<file path="src/logic/div_pkg.sv">
// shared word types, core states and queue/credit sizes for the divide unit and its testbench
`default_nettype none

package div_pkg;

    // operand, quotient and remainder
    typedef logic [31:0] word_t;

    // partial remainder or divisor with one guard bit on top
    typedef logic [32:0] wide_t;

    // shift amounts and leading zero counts, 0 to 32
    typedef logic [5:0] shift_t;

    typedef enum logic [2:0] {
        IDLE,
        NORMALIZE,
        ITERATE,
        CORRECT,
        HOLD
    } div_state_t;

    // request slots, also the sender's starting credit
    localparam int QUEUE_DEPTH = 4;

    // results the core may send before the first credit comes back
    localparam int RESULT_CREDITS = 2;

    localparam int CREDIT_MAX = (QUEUE_DEPTH > RESULT_CREDITS) ? QUEUE_DEPTH : RESULT_CREDITS;

    // must hold CREDIT_MAX itself, not just CREDIT_MAX-1
    localparam int CREDIT_W = $clog2(CREDIT_MAX + 1);

endpackage

`default_nettype wire

</file>
<file path="src/logic/div_op_if.sv">
// one queued division request passed from the operand queue to the divider core
`timescale 1ns/1ps
`default_nettype none

interface div_op_if;

    logic              op_valid;
    div_pkg::word_t    op_dividend;
    div_pkg::word_t    op_divisor;
    logic              op_signed;
    logic              op_rem;
    logic              op_pop;

    modport queue (
        output op_valid,
        output op_dividend,
        output op_divisor,
        output op_signed,
        output op_rem,
        input  op_pop
    );

    modport core (
        input  op_valid,
        input  op_dividend,
        input  op_divisor,
        input  op_signed,
        input  op_rem,
        output op_pop
    );

endinterface

`default_nettype wire

</file>
<file path="src/logic/leading_zero_count.sv">
// combinational leading zero count of a 32-bit word, 32 when the word is zero
`timescale 1ns/1ps
`default_nettype none

module leading_zero_count (
    input  div_pkg::word_t  data,
    output div_pkg::shift_t zero_count
);

    // leading zeros inside one byte, 8 if the byte is empty
    function automatic logic [3:0] byte_lz(input logic [7:0] b);
        logic [3:0] n;
        n = 4'd8;
        for (int i = 0; i < 8; i++) begin
            if (b[i]) begin
                n = 4'(7 - i);
            end
        end
        return n;
    endfunction

    logic [3:0] byte_count [4];
    logic [3:0] byte_hit;

    always_comb begin
        for (int k = 0; k < 4; k++) begin
            byte_count[k] = byte_lz(data[k*8 +: 8]);
            byte_hit[k]   = |data[k*8 +: 8];
        end
    end

    // highest non-empty byte wins, so scan upward and let later hits overwrite
    always_comb begin
        zero_count = div_pkg::shift_t'(32);
        for (int k = 0; k < 4; k++) begin
            if (byte_hit[k]) begin
                zero_count = div_pkg::shift_t'((3 - k) * 8)
                           + div_pkg::shift_t'(byte_count[k]);
            end
        end
    end

endmodule

`default_nettype wire

</file>
<file path="src/logic/div_op_queue.sv">
// request FIFO in front of the divider core, hands one credit back upstream per popped entry
`timescale 1ns/1ps
`default_nettype none

module div_op_queue (
    input  logic           clk,
    input  logic           reset,
    input  logic           req_valid,
    input  logic           req_signed,
    input  logic           req_rem,
    input  div_pkg::word_t req_dividend,
    input  div_pkg::word_t req_divisor,
    output logic           req_credit,
    div_op_if.queue        op
);

    localparam int PTR_W = $clog2(div_pkg::QUEUE_DEPTH);

    div_pkg::word_t dividend_mem [div_pkg::QUEUE_DEPTH];
    div_pkg::word_t divisor_mem  [div_pkg::QUEUE_DEPTH];
    logic           signed_mem   [div_pkg::QUEUE_DEPTH];
    logic           rem_mem      [div_pkg::QUEUE_DEPTH];

    logic [PTR_W-1:0]             wr_ptr;
    logic [PTR_W-1:0]             rd_ptr;
    logic [div_pkg::CREDIT_W-1:0] count;

    // payload write
    always_ff @(posedge clk) begin
        if (req_valid) begin
            dividend_mem[wr_ptr] <= req_dividend;
            divisor_mem[wr_ptr]  <= req_divisor;
            signed_mem[wr_ptr]   <= req_signed;
            rem_mem[wr_ptr]      <= req_rem;
        end
    end

    // pointers wrap by themselves at the power-of-two depth
    always_ff @(posedge clk) begin
        if (reset) begin
            wr_ptr     <= '0;
            rd_ptr     <= '0;
            count      <= '0;
            req_credit <= 1'b0;
        end else begin
            req_credit <= op.op_pop;
            if (req_valid) begin
                wr_ptr <= wr_ptr + 1'b1;
            end
            if (op.op_pop) begin
                rd_ptr <= rd_ptr + 1'b1;
            end
            case ({req_valid, op.op_pop})
                2'b10:   count <= count + 1'b1;
                2'b01:   count <= count - 1'b1;
                default: count <= count;
            endcase
        end
    end

    // head entry stays put until the core pops it
    assign op.op_valid    = (count != '0);
    assign op.op_dividend = dividend_mem[rd_ptr];
    assign op.op_divisor  = divisor_mem[rd_ptr];
    assign op.op_signed   = signed_mem[rd_ptr];
    assign op.op_rem      = rem_mem[rd_ptr];

endmodule

`default_nettype wire

</file>
<file path="src/logic/srt_div_core.sv">
// radix-2 SRT divider, one request at a time, result sent only against a consumer credit
`timescale 1ns/1ps
`default_nettype none

module srt_div_core (
    input  logic           clk,
    input  logic           reset,
    div_op_if.core         op,
    input  logic           res_credit,
    output logic           result_valid,
    output logic           result_div_zero,
    output div_pkg::word_t result
);

    div_pkg::div_state_t state;

    div_pkg::wide_t  pr;
    div_pkg::wide_t  dvs;
    div_pkg::wide_t  dvs_neg;
    div_pkg::word_t  q_pos;
    div_pkg::word_t  q_neg;
    div_pkg::word_t  dividend_q;
    div_pkg::shift_t iter_left;
    div_pkg::shift_t rem_shift;
    logic            q_sign;
    logic            r_sign;
    logic            rem_sel;
    div_pkg::word_t  res_word;
    logic            res_zero;

    logic [div_pkg::CREDIT_W-1:0] credits;

    div_pkg::shift_t lz_pr;
    div_pkg::shift_t lz_pr_inv;
    div_pkg::shift_t lz_dvs;
    div_pkg::shift_t pr_lead;
    div_pkg::wide_t  dvs_norm;
    div_pkg::wide_t  pr_step;
    logic            dig_pos;
    logic            dig_neg;
    div_pkg::word_t  a_mag;
    div_pkg::word_t  b_mag;
    div_pkg::wide_t  rem_fix;
    div_pkg::word_t  rem_mag;
    div_pkg::word_t  quo_fix;
    div_pkg::word_t  quo_out;
    div_pkg::word_t  rem_out;
    logic            send;

    leading_zero_count u_lz_dividend (
        .data       (pr[31:0]),
        .zero_count (lz_pr)
    );

    leading_zero_count u_lz_pr_inv (
        .data       (~pr[31:0]),
        .zero_count (lz_pr_inv)
    );

    leading_zero_count u_lz_divisor (
        .data       (dvs[31:0]),
        .zero_count (lz_dvs)
    );

    // redundant sign bits of the partial remainder
    assign pr_lead  = pr[32] ? lz_pr_inv : lz_pr;
    assign dvs_norm = dvs << lz_dvs;

    assign a_mag = (op.op_signed && op.op_dividend[31]) ? -op.op_dividend : op.op_dividend;
    assign b_mag = (op.op_signed && op.op_divisor[31])  ? -op.op_divisor  : op.op_divisor;

    // 01 picks digit +1 and 10 picks -1 while 00 and 11 give 0
    always_comb begin
        pr_step = pr;
        dig_pos = 1'b0;
        dig_neg = 1'b0;
        case (pr[32:31])
            2'b01: begin
                pr_step = pr + dvs_neg;
                dig_pos = 1'b1;
            end
            2'b10: begin
                pr_step = pr + dvs;
                dig_neg = 1'b1;
            end
            default: begin
                pr_step = pr;
            end
        endcase
    end

    // one add-back when the last remainder came out negative
    assign rem_fix = pr[32] ? pr + dvs : pr;
    assign rem_mag = div_pkg::word_t'(rem_fix >> rem_shift);
    assign quo_fix = q_pos - q_neg - div_pkg::word_t'(pr[32]);
    assign quo_out = q_sign ? -quo_fix : quo_fix;
    assign rem_out = r_sign ? -rem_mag : rem_mag;

    assign op.op_pop       = (state == div_pkg::IDLE) && op.op_valid;
    assign send            = (state == div_pkg::HOLD) && (credits != '0);
    assign result_valid    = send;
    assign result          = res_word;
    assign result_div_zero = res_zero;

    always_ff @(posedge clk) begin
        if (reset) begin
            state <= div_pkg::IDLE;
        end else begin
            case (state)
                div_pkg::IDLE: begin
                    if (op.op_valid) begin
                        pr         <= {1'b0, a_mag};
                        dvs        <= {1'b0, b_mag};
                        dividend_q <= op.op_dividend;
                        q_sign     <= op.op_signed & (op.op_dividend[31] ^ op.op_divisor[31]);
                        r_sign     <= op.op_signed & op.op_dividend[31];
                        rem_sel    <= op.op_rem;
                        state      <= div_pkg::NORMALIZE;
                    end
                end
                div_pkg::NORMALIZE: begin
                    res_zero <= 1'b0;
                    if (dvs[31:0] == '0) begin
                        res_word <= rem_sel ? dividend_q : '1;
                        res_zero <= 1'b1;
                        state    <= div_pkg::HOLD;
                    end else if (pr[31:0] < dvs[31:0]) begin
                        res_word <= rem_sel ? dividend_q : '0;
                        state    <= div_pkg::HOLD;
                    end else begin
                        // both operands end up with bit 31 set
                        pr        <= pr << pr_lead;
                        dvs       <= dvs_norm;
                        dvs_neg   <= -dvs_norm;
                        q_pos     <= '0;
                        q_neg     <= '0;
                        iter_left <= lz_dvs - pr_lead + 6'd1;
                        rem_shift <= lz_dvs;
                        state     <= div_pkg::ITERATE;
                    end
                end
                div_pkg::ITERATE: begin
                    q_pos     <= {q_pos[30:0], dig_pos};
                    q_neg     <= {q_neg[30:0], dig_neg};
                    iter_left <= iter_left - 6'd1;
                    if (iter_left == 6'd1) begin
                        // last digit is not shifted
                        pr    <= pr_step;
                        state <= div_pkg::CORRECT;
                    end else begin
                        pr <= pr_step << 1;
                    end
                end
                div_pkg::CORRECT: begin
                    res_word <= rem_sel ? rem_out : quo_out;
                    state    <= div_pkg::HOLD;
                end
                div_pkg::HOLD: begin
                    if (send) begin
                        state <= div_pkg::IDLE;
                    end
                end
                default: begin
                    state <= div_pkg::IDLE;
                end
            endcase
        end
    end

    always_ff @(posedge clk) begin
        if (reset) begin
            credits <= div_pkg::CREDIT_W'(div_pkg::RESULT_CREDITS);
        end else begin
            case ({res_credit, send})
                2'b10:   credits <= credits + 1'b1;
                2'b01:   credits <= credits - 1'b1;
                default: credits <= credits;
            endcase
        end
    end

endmodule

`default_nettype wire

</file>
<file path="src/logic/div_unit_top.sv">
// divide unit top level, request queue feeding the SRT core, plain request/result/credit ports
`timescale 1ns/1ps
`default_nettype none

module div_unit_top (
    input  logic           clk,
    input  logic           reset,
    input  logic           req_valid,
    input  div_pkg::word_t req_dividend,
    input  div_pkg::word_t req_divisor,
    input  logic           req_signed,
    input  logic           req_rem,
    output logic           req_credit,
    output logic           result_valid,
    output div_pkg::word_t result,
    output logic           result_div_zero,
    input  logic           res_credit
);

    div_op_if op_bus ();

    div_op_queue u_queue (
        .clk          (clk),
        .reset        (reset),
        .req_valid    (req_valid),
        .req_signed   (req_signed),
        .req_rem      (req_rem),
        .req_dividend (req_dividend),
        .req_divisor  (req_divisor),
        .req_credit   (req_credit),
        .op           (op_bus.queue)
    );

    // results leave in request order, one per granted credit
    srt_div_core u_core (
        .clk             (clk),
        .reset           (reset),
        .op              (op_bus.core),
        .res_credit      (res_credit),
        .result_valid    (result_valid),
        .result_div_zero (result_div_zero),
        .result          (result)
    );

endmodule

`default_nettype wire

</file>
<file path="config.mk">
export PLATFORM = sky130hd
export DESIGN_NAME = div_unit_top
export DESIGN_NICKNAME = d
export VERILOG_FILES = /design/src/logic/div_pkg.sv /design/src/logic/div_op_if.sv /design/src/logic/leading_zero_count.sv /design/src/logic/div_op_queue.sv /design/src/logic/srt_div_core.sv /design/src/logic/div_unit_top.sv
export SDC_FILE = /design/constraint.sdc
export NUM_CORES = 2
export LEC_CHECK = 0
export ABC_AREA = 1
export BUFFER_PORTS_ARGS = -buffer_cell sky130_fd_sc_hd__buf_2
export CORE_UTILIZATION = 33
export CTS_CLUSTER_SIZE = 16
export DETAILED_ROUTE_END_ITERATION = 7
export SYNTH_ARGS = -nofsm -noshare
export SYNTH_HDL_FRONTEND = slang
export SYNTH_HIERARCHICAL = 1
export SYNTH_SLANG_ARGS = --single-unit
</file>
<file path="constraint.sdc">
create_clock -name clk -period 12.7 [get_ports clk]
set_clock_uncertainty 0.05 [all_clocks]
set_input_delay 2.54 -clock clk [delete_from_list [all_inputs] [get_ports clk]]
set_output_delay 2.54 -clock clk [all_outputs]
set_load 0.02 [all_outputs]
</file>
==> metrics.yaml <==
grt_pass1_vias: 35100
final_common_cell: "nand2_1"
synth_ff_type: "edfxtp_1"
clock_latency_ns: 0.68
clk_path_buf_depth: 3
max_freq_ghz: 0.178
critPathTopFamily: "buffers and inverters"
synth_fp_nets: 5618
cp-end-kind: "flop"
die_width_um: 352
setup_tns_ns: 0
dp_hpwl_um: 113000
slew_violations: 0
maxCapViolations: 0
grt-ovfl-total: 0
worstSetupStartpointType: "flop"
synth_area_mm2: 0.0405
yosys_warnings: 6
portBuffers: 104
wl_per_cell_um: 20.9
cts_tree: "yes"
setup_viol: 0
grt.total_usage_pct: 22.9
worstMarginPinSlew_ns: 1.16
num-fill-cells: 12900
multiInputGateArea_mm2: 0.0212
ys_seq_elements: 523
layout.nets: 5635
ys_types: 79
die_area_mm2: 0.124
min_period_over_period_pct: 44.2
slew_headroom_pct: 22.9
rrSetupSlack_ns: 7.08
grt_start_max_net_pins: 79
cp_max_fo: 58
cpPeakStageDelay_ns: 0.78
clk_pin_slew_ns: 0.06
vias_per_cell: 5.35
criticalPathCategory: "reg -> reg"
sequential_cell_area_mm2: 0.0155
drc_errors: 0
htreeDepth: 2
crit_slowest_cell: "inv_1"
start_util_pct: 33.3
critical_path.cell_chain: "inv_6 > buf_4 > buf_4 > o21ai_0 > o22ai_1 > nand2_1 > inv_1 > o21ai_0 > nand2_1 > a21oi_1 > inv_1 > a21oi_1 > or2_2 > nand3_1 > o2111ai_1"
wl_um: 147000
vias: 37700
hold_viol: 0
ant_nets: 0
layout_min_cycle_time_ns: 5.62
cp_num_buf_inv: 5
area_growth_pct: 10.1
cts.hold.buffers_added: 0
post_cts_resized: 0
clock-sinks: 523
cts_made_buffers: 57
first_pass_iters: 7
syn_avg_cell_area_um2: 7.55
postCtsSetupBuffers: 0
async_flop_share_pct: 0
worstPathRequired_ns: 13.03
antenna_found_initial: 7
num_io_pins: 105
rows: 128
die_h_um: 352
layout_common_cells: "nand2_1 (1141), inv_1 (698), edfxtp_1 (507)"
status: "completed"
gp_congestion: 0.983
syn-instance-count: 5361
core_mm2: 0.122
cts-root-buf: "clkbuf_16"
rsz0062_at_grt: "no"
drtIter0Drc: 4285
grt_pass1_wl_um: 219000
hold_path.class: "reg -> reg"
seq_area_frac_synth_pct: 38.4
final_layout_size_suffix_gt1_share_pct: 10.3
synth-edff-count: 507
worst_ep_arrival_time_ns: 5.95
state kept, by name (all words and copies together) (netlist names), 2 cells and up, named ones only:
register              cells
u_queue/dividend_mem    128
u_queue/divisor_mem     128
u_core/dvs               33
u_core/dvs_neg           33
u_core/pr                33
u_core/dividend_q        32
u_core/q_neg             32
u_core/q_pos             32
u_core/result            32
u_core/iter_left          6
u_core/rem_shift          6
u_queue/rem_mem           4
u_queue/signed_mem        4
u_core/credits            3
u_core/state              3
u_queue/count             3
u_queue/rd_ptr            2
u_queue/wr_ptr            2
cell usage after synthesis, types with 7 or more instances:
library cell	number	area (µm²)
o21bai_1	18	135
edfxtp_1	507	15200
or2_1	7	43.8
xor2_1	75	657
o2111ai_1	10	87.6
ha_1	180	2250
nor2_4	50	563
a21o_1	15	113
nor3_1	50	250
xnor2_1	35	307
inv_1	702	2640
or2_2	22	138
nand3b_1	12	90.1
o21ai_2	13	114
nand4_1	51	319
a21oi_1	295	1480
inv_2	36	135
o21ai_1	38	190
buf_2	39	195
clkinv_1	7	26.3
o22ai_2	40	500
o22ai_1	49	307
nand3_2	14	140
nand2_2	21	131
buf_6	8	90.1
nor2_1	500	1880
mux2i_1	22	220
dfxtp_1	16	320
o21ai_0	492	2460
nand2_1	1142	4290
nor2_2	38	238
o21a_1	9	67.6
buf_1	26	97.6
fa_1	7	140
a31oi_1	37	231
nor4_1	23	144
nand3_1	479	2400
clkbuf_1	131	492
o211ai_1	47	353
worst register-to-register path, cell delays in order (launching register included):
cell,delay [ns]
dfxtp_4,0.52
inv_6,0.40
buf_4,0.69
buf_4,0.85
o21ai_0,0.20
o22ai_1,0.26
nand2_1,0.34
inv_1,0.78
o21ai_0,0.30
nand2_1,0.18
a21oi_1,0.07
inv_1,0.14
a21oi_1,0.06
or2_2,0.32
nand3_1,0.07
o2111ai_1,0.12
logic make-up after synthesis:
| logic type | Yosys count | share of synthesized area, % |
|---|---|---|
| DFF | 523 | 38.4 |
| adders and majority gates | 187 | 5.91 |
| and+or+nand+nor | 2445 | 27.3 |
| AOI/OAI and AO/OA | 1112 | 16.0 |
| muxes | 23 | 0.572 |
| buffers and inverters | 961 | 9.43 |
| xor gates and xnor gates | 110 | 2.38 |
per-stage QoR:
stage / hold WS [ns] / instance area [µm²] / util, % / instances / setup WS, ns
2_1_floorplan: 0.362 / 40500 / - / 5361 / 6.01
3_3_place_gp: 0.371 / 42600 / 35.0 / 6944 / 7.29
3_5_place_dp: 0.375 / 42600 / 35.0 / 6944 / 7.17
4_1_cts: 0.398 / 44600 / 36.6 / 7051 / 7.19
5_1_grt: 0.419 / 44600 / 36.6 / 7052 / 6.61
6_report: 0.392 / 44600 / 36.6 / 7053 / 7.08
final cells by class:
| cell class | instances | share of cell area [%] |
|---|---|---|
| multi-input combinational | 3877 | 47.5 |
| sequential | 523 | 34.9 |
| inverter | 749 | 6.34 |
| tap | 1625 | 4.56 |
| clock buffer | 67 | 3.42 |
| timing repair buffer | 170 | 2.28 |
| clock inverter | 40 | 0.974 |
| antenna | 2 | 0.0112 |
path summary, 6_finish.rpt:
kind                     start       endpoint  cells past startpoint
max                       flop  u_core/pr[30]                     15
min          u_queue/rd_ptr[1]           flop                      1
max reg2reg               flop  u_core/pr[30]                     15
min reg2reg  u_queue/rd_ptr[1]           flop                      1
routing by layer:
| layer | vias to the layer above | wire, µm | global-route usage (%) |
|---|---|---|---|
| met5 | - | 24 | 0 |
| met4 | 4 | 6440 | 9.46 |
| met3 | 254 | 11700 | 3.28 |
| met2 | 1622 | 64400 | 35.7 |
| met1 | 17800 | 64700 | 31.8 |
| li1 | 18100 | - | - |
Power is left out: the tool's default activity adds up to more than one toggle a clock period on the data nets, which glitch-free logic cannot reach.
